File: src/xpu_pkg.sv
// shared widths, register word indices and 802.11 timing defaults for the xpu core; no timescale
package xpu_pkg;

    // register bank
    typedef logic [4:0]  reg_addr_t;
    typedef logic [31:0] reg_data_t;

    // first received byte of an address lands in bits 7:0
    typedef logic [47:0] mac_addr_t;

    // tsf in microseconds
    typedef logic [63:0] tsf_t;

    // frame control in 15:0, duration in 31:16
    typedef logic [31:0] fc_di_t;

    // band code, 1 is 2.4 GHz
    typedef logic [3:0]  band_t;
    typedef logic [7:0]  channel_t;
    typedef logic [6:0]  ifs_time_t;
    typedef logic [7:0]  wait_top_t;

    typedef enum logic [1:0] {
        CH_IDLE,
        CH_RX,
        CH_WAIT,
        CH_TX
    } ch_state_t;

    // register word indices
    localparam reg_addr_t REG_MUTE    = 5'd1;
    localparam reg_addr_t REG_TSF_LO  = 5'd2;
    localparam reg_addr_t REG_TSF_HI  = 5'd3;
    localparam reg_addr_t REG_BAND    = 5'd4;
    localparam reg_addr_t REG_WAIT    = 5'd6;
    localparam reg_addr_t REG_IFS_OVR = 5'd9;
    localparam reg_addr_t REG_MAC_LO  = 5'd30;
    localparam reg_addr_t REG_MAC_HI  = 5'd31;

    // slot and sifs defaults in us
    localparam ifs_time_t SLOT_LONG_US  = 7'd20;
    localparam ifs_time_t SLOT_SHORT_US = 7'd9;
    localparam ifs_time_t SIFS_2G4_US   = 7'd10;
    localparam ifs_time_t SIFS_5G_US    = 7'd16;

endpackage
File: src/xpu.sv
// xpu rx and timekeeping core top; CLK_PER_US is clock cycles per us and must be at least 2
`timescale 1ns/1ns

module xpu #(
    parameter int CLK_PER_US = 100
) (
    input  logic               s00_axi_aclk_i,
    input  logic               rst_n_i,
    input  logic               reg_wr_en_i,
    input  xpu_pkg::reg_addr_t reg_addr_i,
    input  xpu_pkg::reg_data_t reg_wr_data_i,
    input  logic               pkt_header_valid_strobe_i,
    input  logic               byte_in_strobe_i,
    input  logic [7:0]         byte_in_i,
    input  logic [15:0]        byte_count_i,
    input  logic               demod_is_ongoing_i,
    input  logic               fcs_in_strobe_i,
    input  logic               tx_rf_is_ongoing_i,
    output xpu_pkg::band_t     band_o,
    output xpu_pkg::channel_t  channel_o,
    output xpu_pkg::ifs_time_t slot_time_o,
    output xpu_pkg::ifs_time_t sifs_time_o,
    output xpu_pkg::mac_addr_t mac_addr_o,
    output xpu_pkg::tsf_t      tsf_runtime_val_o,
    output logic               tsf_pulse_1M_o,
    output xpu_pkg::fc_di_t    fc_di_o,
    output logic               fc_di_valid_o,
    output xpu_pkg::mac_addr_t addr1_o,
    output logic               addr1_valid_o,
    output xpu_pkg::mac_addr_t addr2_o,
    output logic               addr2_valid_o,
    output logic               pkt_for_me_o,
    output logic               ch_idle_o,
    output logic               mute_adc_out_to_bb_o
);

    xpu_pkg::wait_top_t wait_after_decode_top;
    xpu_pkg::tsf_t      tsf_load_val;
    logic               tsf_load_ctrl;
    logic               mute_ovr_en;
    logic               mute_ovr_val;

    xpu_cfg_regs xpu_cfg_regs_i (
        .s00_axi_aclk_i          (s00_axi_aclk_i),
        .rst_n_i                 (rst_n_i),
        .reg_wr_en_i             (reg_wr_en_i),
        .reg_addr_i              (reg_addr_i),
        .reg_wr_data_i           (reg_wr_data_i),
        .band_o                  (band_o),
        .channel_o               (channel_o),
        .slot_time_o             (slot_time_o),
        .sifs_time_o             (sifs_time_o),
        .mac_addr_o              (mac_addr_o),
        .wait_after_decode_top_o (wait_after_decode_top),
        .mute_ovr_en_o           (mute_ovr_en),
        .mute_ovr_val_o          (mute_ovr_val),
        .tsf_load_ctrl_o         (tsf_load_ctrl),
        .tsf_load_val_o          (tsf_load_val)
    );

    tsf_timer #(
        .CLK_PER_US (CLK_PER_US)
    ) tsf_timer_i (
        .s00_axi_aclk_i    (s00_axi_aclk_i),
        .rst_n_i           (rst_n_i),
        .tsf_load_ctrl_i   (tsf_load_ctrl),
        .tsf_load_val_i    (tsf_load_val),
        .tsf_runtime_val_o (tsf_runtime_val_o),
        .tsf_pulse_1M_o    (tsf_pulse_1M_o)
    );

    phy_rx_parse phy_rx_parse_i (
        .s00_axi_aclk_i            (s00_axi_aclk_i),
        .rst_n_i                   (rst_n_i),
        .pkt_header_valid_strobe_i (pkt_header_valid_strobe_i),
        .byte_in_strobe_i          (byte_in_strobe_i),
        .byte_in_i                 (byte_in_i),
        .byte_count_i              (byte_count_i),
        .mac_addr_i                (mac_addr_o),
        .fc_di_o                   (fc_di_o),
        .fc_di_valid_o             (fc_di_valid_o),
        .addr1_o                   (addr1_o),
        .addr2_o                   (addr2_o),
        .addr1_valid_o             (addr1_valid_o),
        .addr2_valid_o             (addr2_valid_o),
        .pkt_for_me_o              (pkt_for_me_o)
    );

    xpu_ctrl xpu_ctrl_i (
        .s00_axi_aclk_i          (s00_axi_aclk_i),
        .rst_n_i                 (rst_n_i),
        .demod_is_ongoing_i      (demod_is_ongoing_i),
        .tx_rf_is_ongoing_i      (tx_rf_is_ongoing_i),
        .fcs_in_strobe_i         (fcs_in_strobe_i),
        .tsf_pulse_1M_i          (tsf_pulse_1M_o),
        .wait_after_decode_top_i (wait_after_decode_top),
        .mute_ovr_en_i           (mute_ovr_en),
        .mute_ovr_val_i          (mute_ovr_val),
        .ch_idle_o               (ch_idle_o),
        .mute_adc_out_to_bb_o    (mute_adc_out_to_bb_o)
    );

endmodule

File: src/xpu_ctrl.sv
// channel idle FSM and adc mute; the post-fcs wait counts tsf us pulses, so it ends up to one us early
`timescale 1ns/1ns

module xpu_ctrl (
    input  logic               s00_axi_aclk_i,
    input  logic               rst_n_i,
    input  logic               demod_is_ongoing_i,
    input  logic               tx_rf_is_ongoing_i,
    input  logic               fcs_in_strobe_i,
    input  logic               tsf_pulse_1M_i,
    input  xpu_pkg::wait_top_t wait_after_decode_top_i,
    input  logic               mute_ovr_en_i,
    input  logic               mute_ovr_val_i,
    output logic               ch_idle_o,
    output logic               mute_adc_out_to_bb_o
);

    xpu_pkg::ch_state_t state;
    xpu_pkg::ch_state_t state_nxt;
    xpu_pkg::wait_top_t wait_cnt;
    logic               tx_mute_q;

    always_comb begin
        state_nxt = state;
        case (state)
            xpu_pkg::CH_IDLE: begin
                // own tx takes priority over rx
                if (tx_rf_is_ongoing_i) begin
                    state_nxt = xpu_pkg::CH_TX;
                end else if (demod_is_ongoing_i) begin
                    state_nxt = xpu_pkg::CH_RX;
                end
            end
            xpu_pkg::CH_RX: begin
                if (tx_rf_is_ongoing_i) begin
                    state_nxt = xpu_pkg::CH_TX;
                end else if (fcs_in_strobe_i) begin
                    if (wait_after_decode_top_i == '0) begin
                        state_nxt = xpu_pkg::CH_IDLE;
                    end else begin
                        state_nxt = xpu_pkg::CH_WAIT;
                    end
                end
            end
            xpu_pkg::CH_WAIT: begin
                if (tx_rf_is_ongoing_i) begin
                    state_nxt = xpu_pkg::CH_TX;
                end else if (tsf_pulse_1M_i && wait_cnt == 8'd1) begin
                    state_nxt = xpu_pkg::CH_IDLE;
                end
            end
            xpu_pkg::CH_TX: begin
                if (!tx_rf_is_ongoing_i) begin
                    state_nxt = xpu_pkg::CH_IDLE;
                end
            end
            default: state_nxt = xpu_pkg::CH_IDLE;
        endcase
    end

    always_ff @(posedge s00_axi_aclk_i) begin
        if (!rst_n_i) begin
            state     <= xpu_pkg::CH_IDLE;
            wait_cnt  <= '0;
            tx_mute_q <= 1'b0;
        end else begin
            state     <= state_nxt;
            tx_mute_q <= tx_rf_is_ongoing_i;
            if (state == xpu_pkg::CH_RX && fcs_in_strobe_i) begin
                wait_cnt <= wait_after_decode_top_i;
            end else if (state == xpu_pkg::CH_WAIT && tsf_pulse_1M_i) begin
                wait_cnt <= wait_cnt - 8'd1;
            end
        end
    end

    assign ch_idle_o = (state == xpu_pkg::CH_IDLE);

    // debug override, else mute self rx during tx
    assign mute_adc_out_to_bb_o = mute_ovr_en_i ? mute_ovr_val_i : tx_mute_q;

    a_no_idle_in_tx: assert property (@(posedge s00_axi_aclk_i) disable iff (!rst_n_i)
        (tx_rf_is_ongoing_i && $past(tx_rf_is_ongoing_i)) |-> !ch_idle_o);

endmodule

File: src/phy_rx_parse.sv
// header byte parser for fc/duration, addr1 and addr2; assumes at most one byte per cycle, in index order
`timescale 1ns/1ns

module phy_rx_parse (
    input  logic               s00_axi_aclk_i,
    input  logic               rst_n_i,
    input  logic               pkt_header_valid_strobe_i,
    input  logic               byte_in_strobe_i,
    input  logic [7:0]         byte_in_i,
    input  logic [15:0]        byte_count_i,
    input  xpu_pkg::mac_addr_t mac_addr_i,
    output xpu_pkg::fc_di_t    fc_di_o,
    output logic               fc_di_valid_o,
    output xpu_pkg::mac_addr_t addr1_o,
    output xpu_pkg::mac_addr_t addr2_o,
    output logic               addr1_valid_o,
    output logic               addr2_valid_o,
    output logic               pkt_for_me_o
);

    logic [15:0]        addr1_sel;
    logic [15:0]        addr2_sel;
    xpu_pkg::mac_addr_t addr1_full;

    // byte offset inside each address
    assign addr1_sel = byte_count_i - 16'd4;
    assign addr2_sel = byte_count_i - 16'd10;

    // addr1 as it will look once its last byte lands
    assign addr1_full = {byte_in_i, addr1_o[39:0]};

    always_ff @(posedge s00_axi_aclk_i) begin
        if (byte_in_strobe_i) begin
            if (byte_count_i <= 16'd3) begin
                fc_di_o[8*byte_count_i[1:0] +: 8] <= byte_in_i;
            end else if (byte_count_i <= 16'd9) begin
                addr1_o[8*addr1_sel[2:0] +: 8] <= byte_in_i;
            end else if (byte_count_i <= 16'd15) begin
                addr2_o[8*addr2_sel[2:0] +: 8] <= byte_in_i;
            end
        end
    end

    // valid levels, cleared at each new header
    always_ff @(posedge s00_axi_aclk_i) begin
        if (!rst_n_i || pkt_header_valid_strobe_i) begin
            fc_di_valid_o <= 1'b0;
            addr1_valid_o <= 1'b0;
            addr2_valid_o <= 1'b0;
            pkt_for_me_o  <= 1'b0;
        end else if (byte_in_strobe_i) begin
            if (byte_count_i == 16'd3) begin
                fc_di_valid_o <= 1'b1;
            end
            if (byte_count_i == 16'd9) begin
                addr1_valid_o <= 1'b1;
                pkt_for_me_o  <= (addr1_full == mac_addr_i);
            end
            if (byte_count_i == 16'd15) begin
                addr2_valid_o <= 1'b1;
            end
        end
    end

    a_addr_order: assert property (@(posedge s00_axi_aclk_i) disable iff (!rst_n_i)
        addr2_valid_o |-> addr1_valid_o);

endmodule

File: src/tsf_timer.sv
// 64-bit us counter; CLK_PER_US must be at least 2 and the load acts on a rising edge of the control bit only
`timescale 1ns/1ns

module tsf_timer #(
    parameter int CLK_PER_US = 100
) (
    input  logic          s00_axi_aclk_i,
    input  logic          rst_n_i,
    input  logic          tsf_load_ctrl_i,
    input  xpu_pkg::tsf_t tsf_load_val_i,
    output xpu_pkg::tsf_t tsf_runtime_val_o,
    output logic          tsf_pulse_1M_o
);

    localparam int DIV_W = (CLK_PER_US > 1) ? $clog2(CLK_PER_US) : 1;

    logic [DIV_W-1:0] div_cnt;
    logic             load_ctrl_d;
    logic             load_edge;

    assign load_edge = tsf_load_ctrl_i & ~load_ctrl_d;

    always_ff @(posedge s00_axi_aclk_i) begin
        if (!rst_n_i) begin
            load_ctrl_d       <= 1'b0;
            div_cnt           <= '0;
            tsf_pulse_1M_o    <= 1'b0;
            tsf_runtime_val_o <= '0;
        end else begin
            load_ctrl_d <= tsf_load_ctrl_i;
            if (load_edge) begin
                // restart divider so the first us after load is a full one
                div_cnt           <= '0;
                tsf_pulse_1M_o    <= 1'b0;
                tsf_runtime_val_o <= tsf_load_val_i;
            end else if (div_cnt == DIV_W'(CLK_PER_US - 1)) begin
                div_cnt           <= '0;
                tsf_pulse_1M_o    <= 1'b1;
                tsf_runtime_val_o <= tsf_runtime_val_o + 64'd1;
            end else begin
                div_cnt        <= div_cnt + 1'b1;
                tsf_pulse_1M_o <= 1'b0;
            end
        end
    end

    a_pulse_single: assert property (@(posedge s00_axi_aclk_i) disable iff (!rst_n_i)
        tsf_pulse_1M_o |=> !tsf_pulse_1M_o);

endmodule

File: src/xpu_cfg_regs.sv
// write-only register bank with no handshake; unlisted indices are dropped and fields update one cycle after the strobe
`timescale 1ns/1ns

module xpu_cfg_regs (
    input  logic                s00_axi_aclk_i,
    input  logic                rst_n_i,
    input  logic                reg_wr_en_i,
    input  xpu_pkg::reg_addr_t  reg_addr_i,
    input  xpu_pkg::reg_data_t  reg_wr_data_i,
    output xpu_pkg::band_t      band_o,
    output xpu_pkg::channel_t   channel_o,
    output xpu_pkg::ifs_time_t  slot_time_o,
    output xpu_pkg::ifs_time_t  sifs_time_o,
    output xpu_pkg::mac_addr_t  mac_addr_o,
    output xpu_pkg::wait_top_t  wait_after_decode_top_o,
    output logic                mute_ovr_en_o,
    output logic                mute_ovr_val_o,
    output logic                tsf_load_ctrl_o,
    output xpu_pkg::tsf_t       tsf_load_val_o
);

    xpu_pkg::reg_data_t reg_mute;
    xpu_pkg::reg_data_t reg_tsf_lo;
    xpu_pkg::reg_data_t reg_tsf_hi;
    xpu_pkg::reg_data_t reg_band;
    xpu_pkg::reg_data_t reg_wait;
    xpu_pkg::reg_data_t reg_ifs_ovr;
    xpu_pkg::reg_data_t reg_mac_lo;
    xpu_pkg::reg_data_t reg_mac_hi;
    logic               erp_short_slot;

    always_ff @(posedge s00_axi_aclk_i) begin
        if (!rst_n_i) begin
            reg_mute    <= '0;
            reg_tsf_lo  <= '0;
            reg_tsf_hi  <= '0;
            reg_band    <= '0;
            reg_wait    <= '0;
            reg_ifs_ovr <= '0;
            reg_mac_lo  <= '0;
            reg_mac_hi  <= '0;
        end else if (reg_wr_en_i) begin
            case (reg_addr_i)
                xpu_pkg::REG_MUTE:    reg_mute    <= reg_wr_data_i;
                xpu_pkg::REG_TSF_LO:  reg_tsf_lo  <= reg_wr_data_i;
                xpu_pkg::REG_TSF_HI:  reg_tsf_hi  <= reg_wr_data_i;
                xpu_pkg::REG_BAND:    reg_band    <= reg_wr_data_i;
                xpu_pkg::REG_WAIT:    reg_wait    <= reg_wr_data_i;
                xpu_pkg::REG_IFS_OVR: reg_ifs_ovr <= reg_wr_data_i;
                xpu_pkg::REG_MAC_LO:  reg_mac_lo  <= reg_wr_data_i;
                xpu_pkg::REG_MAC_HI:  reg_mac_hi  <= reg_wr_data_i;
                default: ;
            endcase
        end
    end

    // field decode
    assign erp_short_slot          = reg_band[24];
    assign band_o                  = reg_band[19:16];
    assign channel_o               = reg_band[7:0];
    assign wait_after_decode_top_o = reg_wait[7:0];
    assign mac_addr_o              = {reg_mac_hi[15:0], reg_mac_lo};
    assign mute_ovr_en_o           = reg_mute[0];
    assign mute_ovr_val_o          = reg_mute[31];

    // msb of the high word doubles as the load trigger
    assign tsf_load_ctrl_o = reg_tsf_hi[31];
    assign tsf_load_val_o  = {reg_tsf_hi, reg_tsf_lo};

    // debug override wins, else band rules
    always_comb begin
        if (reg_ifs_ovr[31]) begin
            slot_time_o = {2'b00, reg_ifs_ovr[18:14]};
            sifs_time_o = reg_ifs_ovr[13:7];
        end else if (band_o == 4'd1) begin
            slot_time_o = erp_short_slot ? xpu_pkg::SLOT_SHORT_US : xpu_pkg::SLOT_LONG_US;
            sifs_time_o = xpu_pkg::SIFS_2G4_US;
        end else begin
            slot_time_o = xpu_pkg::SLOT_SHORT_US;
            sifs_time_o = xpu_pkg::SIFS_5G_US;
        end
    end

    a_wr_addr_known: assert property (@(posedge s00_axi_aclk_i) disable iff (!rst_n_i)
        reg_wr_en_i |-> !$isunknown(reg_addr_i));

endmodule

File: config.mk
export PLATFORM = sky130hd
export DESIGN_NAME = xpu
export DESIGN_NICKNAME = d
export VERILOG_FILES = /design/src/xpu_pkg.sv /design/src/xpu.sv /design/src/xpu_ctrl.sv /design/src/phy_rx_parse.sv /design/src/tsf_timer.sv /design/src/xpu_cfg_regs.sv
export SDC_FILE = /design/constraint.sdc
export NUM_CORES = 1
export LEC_CHECK = 0
export BUFFER_PORTS_ARGS = -buffer_cell sky130_fd_sc_hd__buf_2
export CAP_MARGIN = 30
export CORE_MARGIN = 2
export CORE_UTILIZATION = 45
export DETAILED_ROUTE_END_ITERATION = 16
export PLACE_DENSITY = 0.68
export RECOVER_POWER = 50
export SKIP_CTS_REPAIR_TIMING = 1
export SYNTH_ARGS = -nofsm -noshare
export SYNTH_HDL_FRONTEND = slang
export SYNTH_SLANG_ARGS = --single-unit
export TNS_END_PERCENT = 20
File: constraint.sdc
create_clock -name s00_axi_aclk_i -period 2.8 [get_ports s00_axi_aclk_i]
set_input_delay 0.28 -clock s00_axi_aclk_i [delete_from_list [all_inputs] [get_ports s00_axi_aclk_i]]
set_output_delay 0.28 -clock s00_axi_aclk_i [all_outputs]
set_load 0.03 [all_outputs]
==> impl_metrics.prom <==
# TYPE chip_impl_metric gauge
chip_impl_info{name="run_status",value="complete, but fails checks"} 1
chip_impl_info{name="violations",value="capacitance limit, slew limit"} 1
chip_impl_metric{name="rrSetupSlack",unit="ns"} 0.16
chip_impl_info{name="dominantRegCellSynth",value="sky130_fd_sc_hd__dfxtp_1"} 1
chip_impl_metric{name="synth_compound_gate_area_share",unit="%"} 10.01
chip_impl_metric{name="yosys.area.top_type_share",unit="%"} 30.23
chip_impl_metric{name="proportion_of_power_drawn_by_the_clock_network",unit="%"} 45.4
chip_impl_metric{name="synth.avg_cell_area",unit="sq um"} 9.564
chip_impl_metric{name="final_min_period_over_clock_period",unit="%"} 94.34
chip_impl_metric{name="cts_num_sinks",unit=""} 364
chip_impl_metric{name="post_synth_xor_area_fraction",unit="%"} 4.596
chip_impl_metric{name="depth_of_the_most_critical_reg_to_reg_path",unit=""} 6
chip_impl_info{name="startpoint_of_the_worst_slack_reg_to_reg_timing_path",value="tsf_timer_i.div_cnt[4]"} 1
chip_impl_metric{name="yosys_warnings",unit=""} 0
chip_impl_metric{name="routabilityCongestion",unit=""} 0.9108
chip_impl_metric{name="port_buffers",unit=""} 339
chip_impl_metric{name="p_int",unit="mW"} 8.598
chip_impl_metric{name="finalHoldViolations",unit=""} 0
chip_impl_metric{name="synth_enable_flop_cells",unit=""} 128
chip_impl_metric{name="grt_first_pass_wirelength",unit="mm"} 75.57
chip_impl_info{name="most-common-layout-cells",value="sky130_fd_sc_hd__nand2_1, sky130_fd_sc_hd__dfxtp_1, sky130_fd_sc_hd__clkbuf_1"} 1
chip_impl_metric{name="grt_max_degree",unit=""} 80
chip_impl_metric{name="yosysUniqueCellTypes",unit=""} 51
chip_impl_info{name="worst_hold_path_type",value="in2reg"} 1
chip_impl_metric{name="fin_nets",unit=""} 2034
chip_impl_info{name="rr_endpoint",value="tsf_timer_i.tsf_runtime_val_o[49]"} 1
chip_impl_metric{name="clockBufferDepth",unit=""} 3
chip_impl_metric{name="floorplan.io_pins",unit=""} 342
chip_impl_metric{name="total_switching_power",unit="mW"} 2.524
chip_impl_metric{name="router_iterations_before_antenna_repair",unit=""} 5
chip_impl_metric{name="layout-drive-gt1-share",unit="%"} 12.35
chip_impl_metric{name="first_global_vias",unit=""} 12610
chip_impl_metric{name="swShare",unit="%"} 22.69
chip_impl_metric{name="yosys_register_bits",unit=""} 364
chip_impl_metric{name="worstPathArrival",unit="ns"} 3.07
chip_impl_metric{name="holdWs",unit="ns"} 0.001941
chip_impl_metric{name="final.setup_skew",unit="ns"} 0.008201
chip_impl_metric{name="synth_mux_area_share",unit="%"} 3.403
chip_impl_metric{name="worst-endpoint-required",unit="ns"} 3.23
chip_impl_metric{name="drtIter0Drc",unit=""} 905
chip_impl_metric{name="fin_tns_setup",unit="ns"} 0
chip_impl_metric{name="minimum_clock_period",unit="ns"} 2.642
chip_impl_metric{name="achievable-frequency",unit="MHz"} 378.6
chip_impl_metric{name="clock_tree.htree_level_count",unit=""} 2
chip_impl_metric{name="comb_power_share",unit="%"} 5.0
chip_impl_metric{name="num_vias",unit=""} 13350
chip_impl_metric{name="synth-adder-area-share",unit="%"} 1.201
chip_impl_metric{name="grt.total_usage",unit="%"} 27.38
chip_impl_metric{name="fillers",unit=""} 3260
chip_impl_metric{name="mappedNetlistArea",unit="sq um"} 15630
chip_impl_metric{name="avgViaCountPerCell",unit=""} 5.489
chip_impl_metric{name="setup_violating_endpoint_count_in_the_final_report",unit=""} 0
chip_impl_metric{name="routedWlPerCell",unit="um"} 20.73
chip_impl_info{name="worst_setup_path_start_kind",value="register"} 1
chip_impl_metric{name="timing.final.max_slew_violations",unit=""} 98
chip_impl_metric{name="grt_overflow_total",unit=""} 0
chip_impl_metric{name="die_width",unit="um"} 190.4
chip_impl_metric{name="synthToLayoutAreaGrowth",unit="%"} 20.02
chip_impl_info{name="synth_area_leaders",value="sky130_fd_sc_hd__dfxtp_1, sky130_fd_sc_hd__edfxtp_1, sky130_fd_sc_hd__nand2_1, sky130_fd_sc_hd__and2_1, sky130_fd_sc_hd__a21oi_1"} 1
chip_impl_info{name="synth_top_family_by_area",value="simple AND/OR/NAND/NOR gates"} 1
chip_impl_metric{name="place_hpwl",unit="mm"} 36.64
chip_impl_info{name="worst_hold_startpoint",value="tx_rf_is_ongoing_i"} 1
chip_impl_metric{name="tightest_slew",unit="ns"} 2.036
chip_impl_info{name="clockRootBuffer",value="sky130_fd_sc_hd__clkbuf_16"} 1
chip_impl_metric{name="register_area",unit="sq um"} 8568
chip_impl_metric{name="power_frac_seq",unit="%"} 49.6
chip_impl_metric{name="timing.slew.headroom",unit="%"} -35.72
chip_impl_metric{name="detail_route.drc_violations",unit=""} 0
chip_impl_info{name="worst_hold_path.endpoint",value="xpu_ctrl_i.tx_mute_q"} 1
chip_impl_metric{name="synth.yosys.seq_area_share",unit="%"} 54.83
chip_impl_metric{name="hold_path_depth",unit=""} 2
chip_impl_metric{name="cts.reportedPaths.clkPinSlew",unit="ns"} 0.06
chip_impl_metric{name="die_height",unit="um"} 190.4
chip_impl_metric{name="synth-simple-area-share",unit="%"} 22.36
chip_impl_metric{name="multi_input_comb_area",unit="sq um"} 6525
chip_impl_metric{name="max_cap_violations",unit=""} 2
chip_impl_metric{name="synthArstFlopShare",unit="%"} 0
chip_impl_info{name="timing_worst_setup_path_type",value="reg2reg"} 1
chip_impl_metric{name="syn_inst",unit=""} 1634
chip_impl_metric{name="cts_made_buffers",unit=""} 40
chip_impl_metric{name="floorplan.core_area",unit="sq um"} 34370
chip_impl_metric{name="timing.critical_path.fanout_max",unit=""} 35
chip_impl_metric{name="ir_worst_vdd",unit="mV"} 0.5236
chip_impl_metric{name="drtAntennaViolNets",unit=""} 0
chip_impl_metric{name="routed_wirelength",unit="mm"} 50.41
chip_impl_metric{name="initial_cell_density_of_the_core",unit="%"} 45.46
chip_impl_metric{name="fin_util",unit="%"} 54.56
chip_impl_metric{name="power_density",unit="nW/um^2"} 593.0
chip_impl_info{name="layout_commonest_cell",value="sky130_fd_sc_hd__nand2_1"} 1
chip_impl_metric{name="total_number_of_placement_rows",unit=""} 68
chip_impl_metric{name="fp.dieArea",unit="sq um"} 36240
chip_impl_metric{name="clk-insertion-delay-late",unit="ns"} 0.52
chip_impl_metric{name="antenna_found_initial",unit=""} 2
chip_impl_info{name="grt_setup_unrepaired",value="no"} 1
chip_impl_metric{name="power.leakage",unit="nW"} 6.533
chip_impl_info{name="netlist.top_cell.by_area",value="sky130_fd_sc_hd__dfxtp_1"} 1
chip_impl_info{name="timing.critical_path.to_type",value="register"} 1
chip_impl_info{name="clock_tree_from_tritoncts",value="yes"} 1
[worst max path at each step]
stage | from | to | depth (start not counted)
2_1_floorplan | tsf_timer_i.tsf_runtime_val_o[8] | tsf_timer_i.tsf_runtime_val_o[61] | 8
3_3_place_gp | tsf_timer_i.div_cnt[4] | tsf_timer_i.tsf_runtime_val_o[49] | 6
3_5_place_dp | tsf_timer_i.div_cnt[4] | tsf_timer_i.tsf_runtime_val_o[49] | 6
4_1_cts | tsf_timer_i.div_cnt[4] | tsf_timer_i.tsf_runtime_val_o[49] | 6
5_1_grt | tsf_timer_i.div_cnt[4] | tsf_timer_i.tsf_runtime_val_o[49] | 6
6_report | tsf_timer_i.div_cnt[4] | tsf_timer_i.tsf_runtime_val_o[49] | 6
[worst max-delay path, stage by stage (launching register included)]
cell and delay (ns):
sky130_fd_sc_hd__dfxtp_1 0.33, sky130_fd_sc_hd__or4b_1 0.69, sky130_fd_sc_hd__nor4_2 0.43, sky130_fd_sc_hd__nand3_1 0.13
sky130_fd_sc_hd__buf_4 0.26, sky130_fd_sc_hd__or4_1 0.50, sky130_fd_sc_hd__a31oi_1 0.18
[layer usage]
layer | track usage [%] | share of wire (%) | up-vias
met5 | 0 | 0.018 | -
met4 | 11.06 | 4.0 | 2
met3 | 7.306 | 8.8 | 115
met2 | 44.94 | 47 | 560
met1 | 34.25 | 40 | 6352
li1 | - | - | 6321
[final cells by class]
| class | instances | area share, % |
|---|---|---|
| sequential | 364 | 45.68 |
| tap | 455 | 3.035 |
| clock buffer | 55 | 6.137 |
| timing repair buffer | 383 | 9.373 |
| multi-input combinational | 1137 | 34.79 |
| clock inverter | 13 | 0.4803 |
| antenna | 1 | 0.01334 |
| inverter | 24 | 0.4870 |
[state kept, by name (all words and copies together) (netlist names), 16 cells and up]
name,flops
phy_rx_parse_i.addr2_o,48
xpu_cfg_regs_i.reg_mac_hi,16
xpu_cfg_regs_i.reg_tsf_hi,32
xpu_cfg_regs_i.reg_tsf_lo,32
tsf_timer_i.tsf_runtime_val_o,64
xpu_cfg_regs_i.reg_mac_lo,32
phy_rx_parse_i.addr1_o,48
phy_rx_parse_i.fc_di_o,32
[synthesized netlist by cell type, drive strengths merged, types with 24 or more instances]
master  count
xor2       25
nand3      32
mux2i      52
dfxtp     236
clkbuf     91
nand2     246
a21oi     130
or4        26
a31oi      35
xnor2      57
nand4      37
inv        24
edfxtp    128
nor2      147
o31ai      26
o21ai      59
and2      113
[logic make-up (layout without fill, tap and decap cells)]
group	count (synthesis)	after routing
AND/OR/NAND/NOR	709	709
other	1	3
AO/OA/AOI/OAI	276	276
multiplexers	53	53
buffers and inverters	134	475
XOR/XNOR	82	82
adder cells (fa/ha/maj)	15	15
flip-flops	364	364
[power groups by stage]
stage               combinational, mW  sequential (mW)  clock (mW)
floorplan                       0.272             5.64           0
global placement                0.562             5.63           0
detailed placement              0.567             5.63           0
CTS                             0.569             5.51        5.13
global route                    0.605             5.52        5.32
finish                          0.561             5.51        5.05
[per-stage QoR]
stage | power, mW | cells | instance area (sq um) | setup slack, ns
final | 11.12 | 2432 | 18760 | 0.1584
after global routing | 11.44 | 2432 | 18760 | 0.02564
after CTS | 11.21 | 2431 | 19050 | 0.1682
after detailed placement | 6.195 | 2363 | 17810 | 0.2010
after global placement | 6.188 | 2363 | 17810 | 0.2269
after floorplan | 5.917 | 1635 | 15630 | 0.3136
Note: power is estimated with default switching activity, not from simulation.
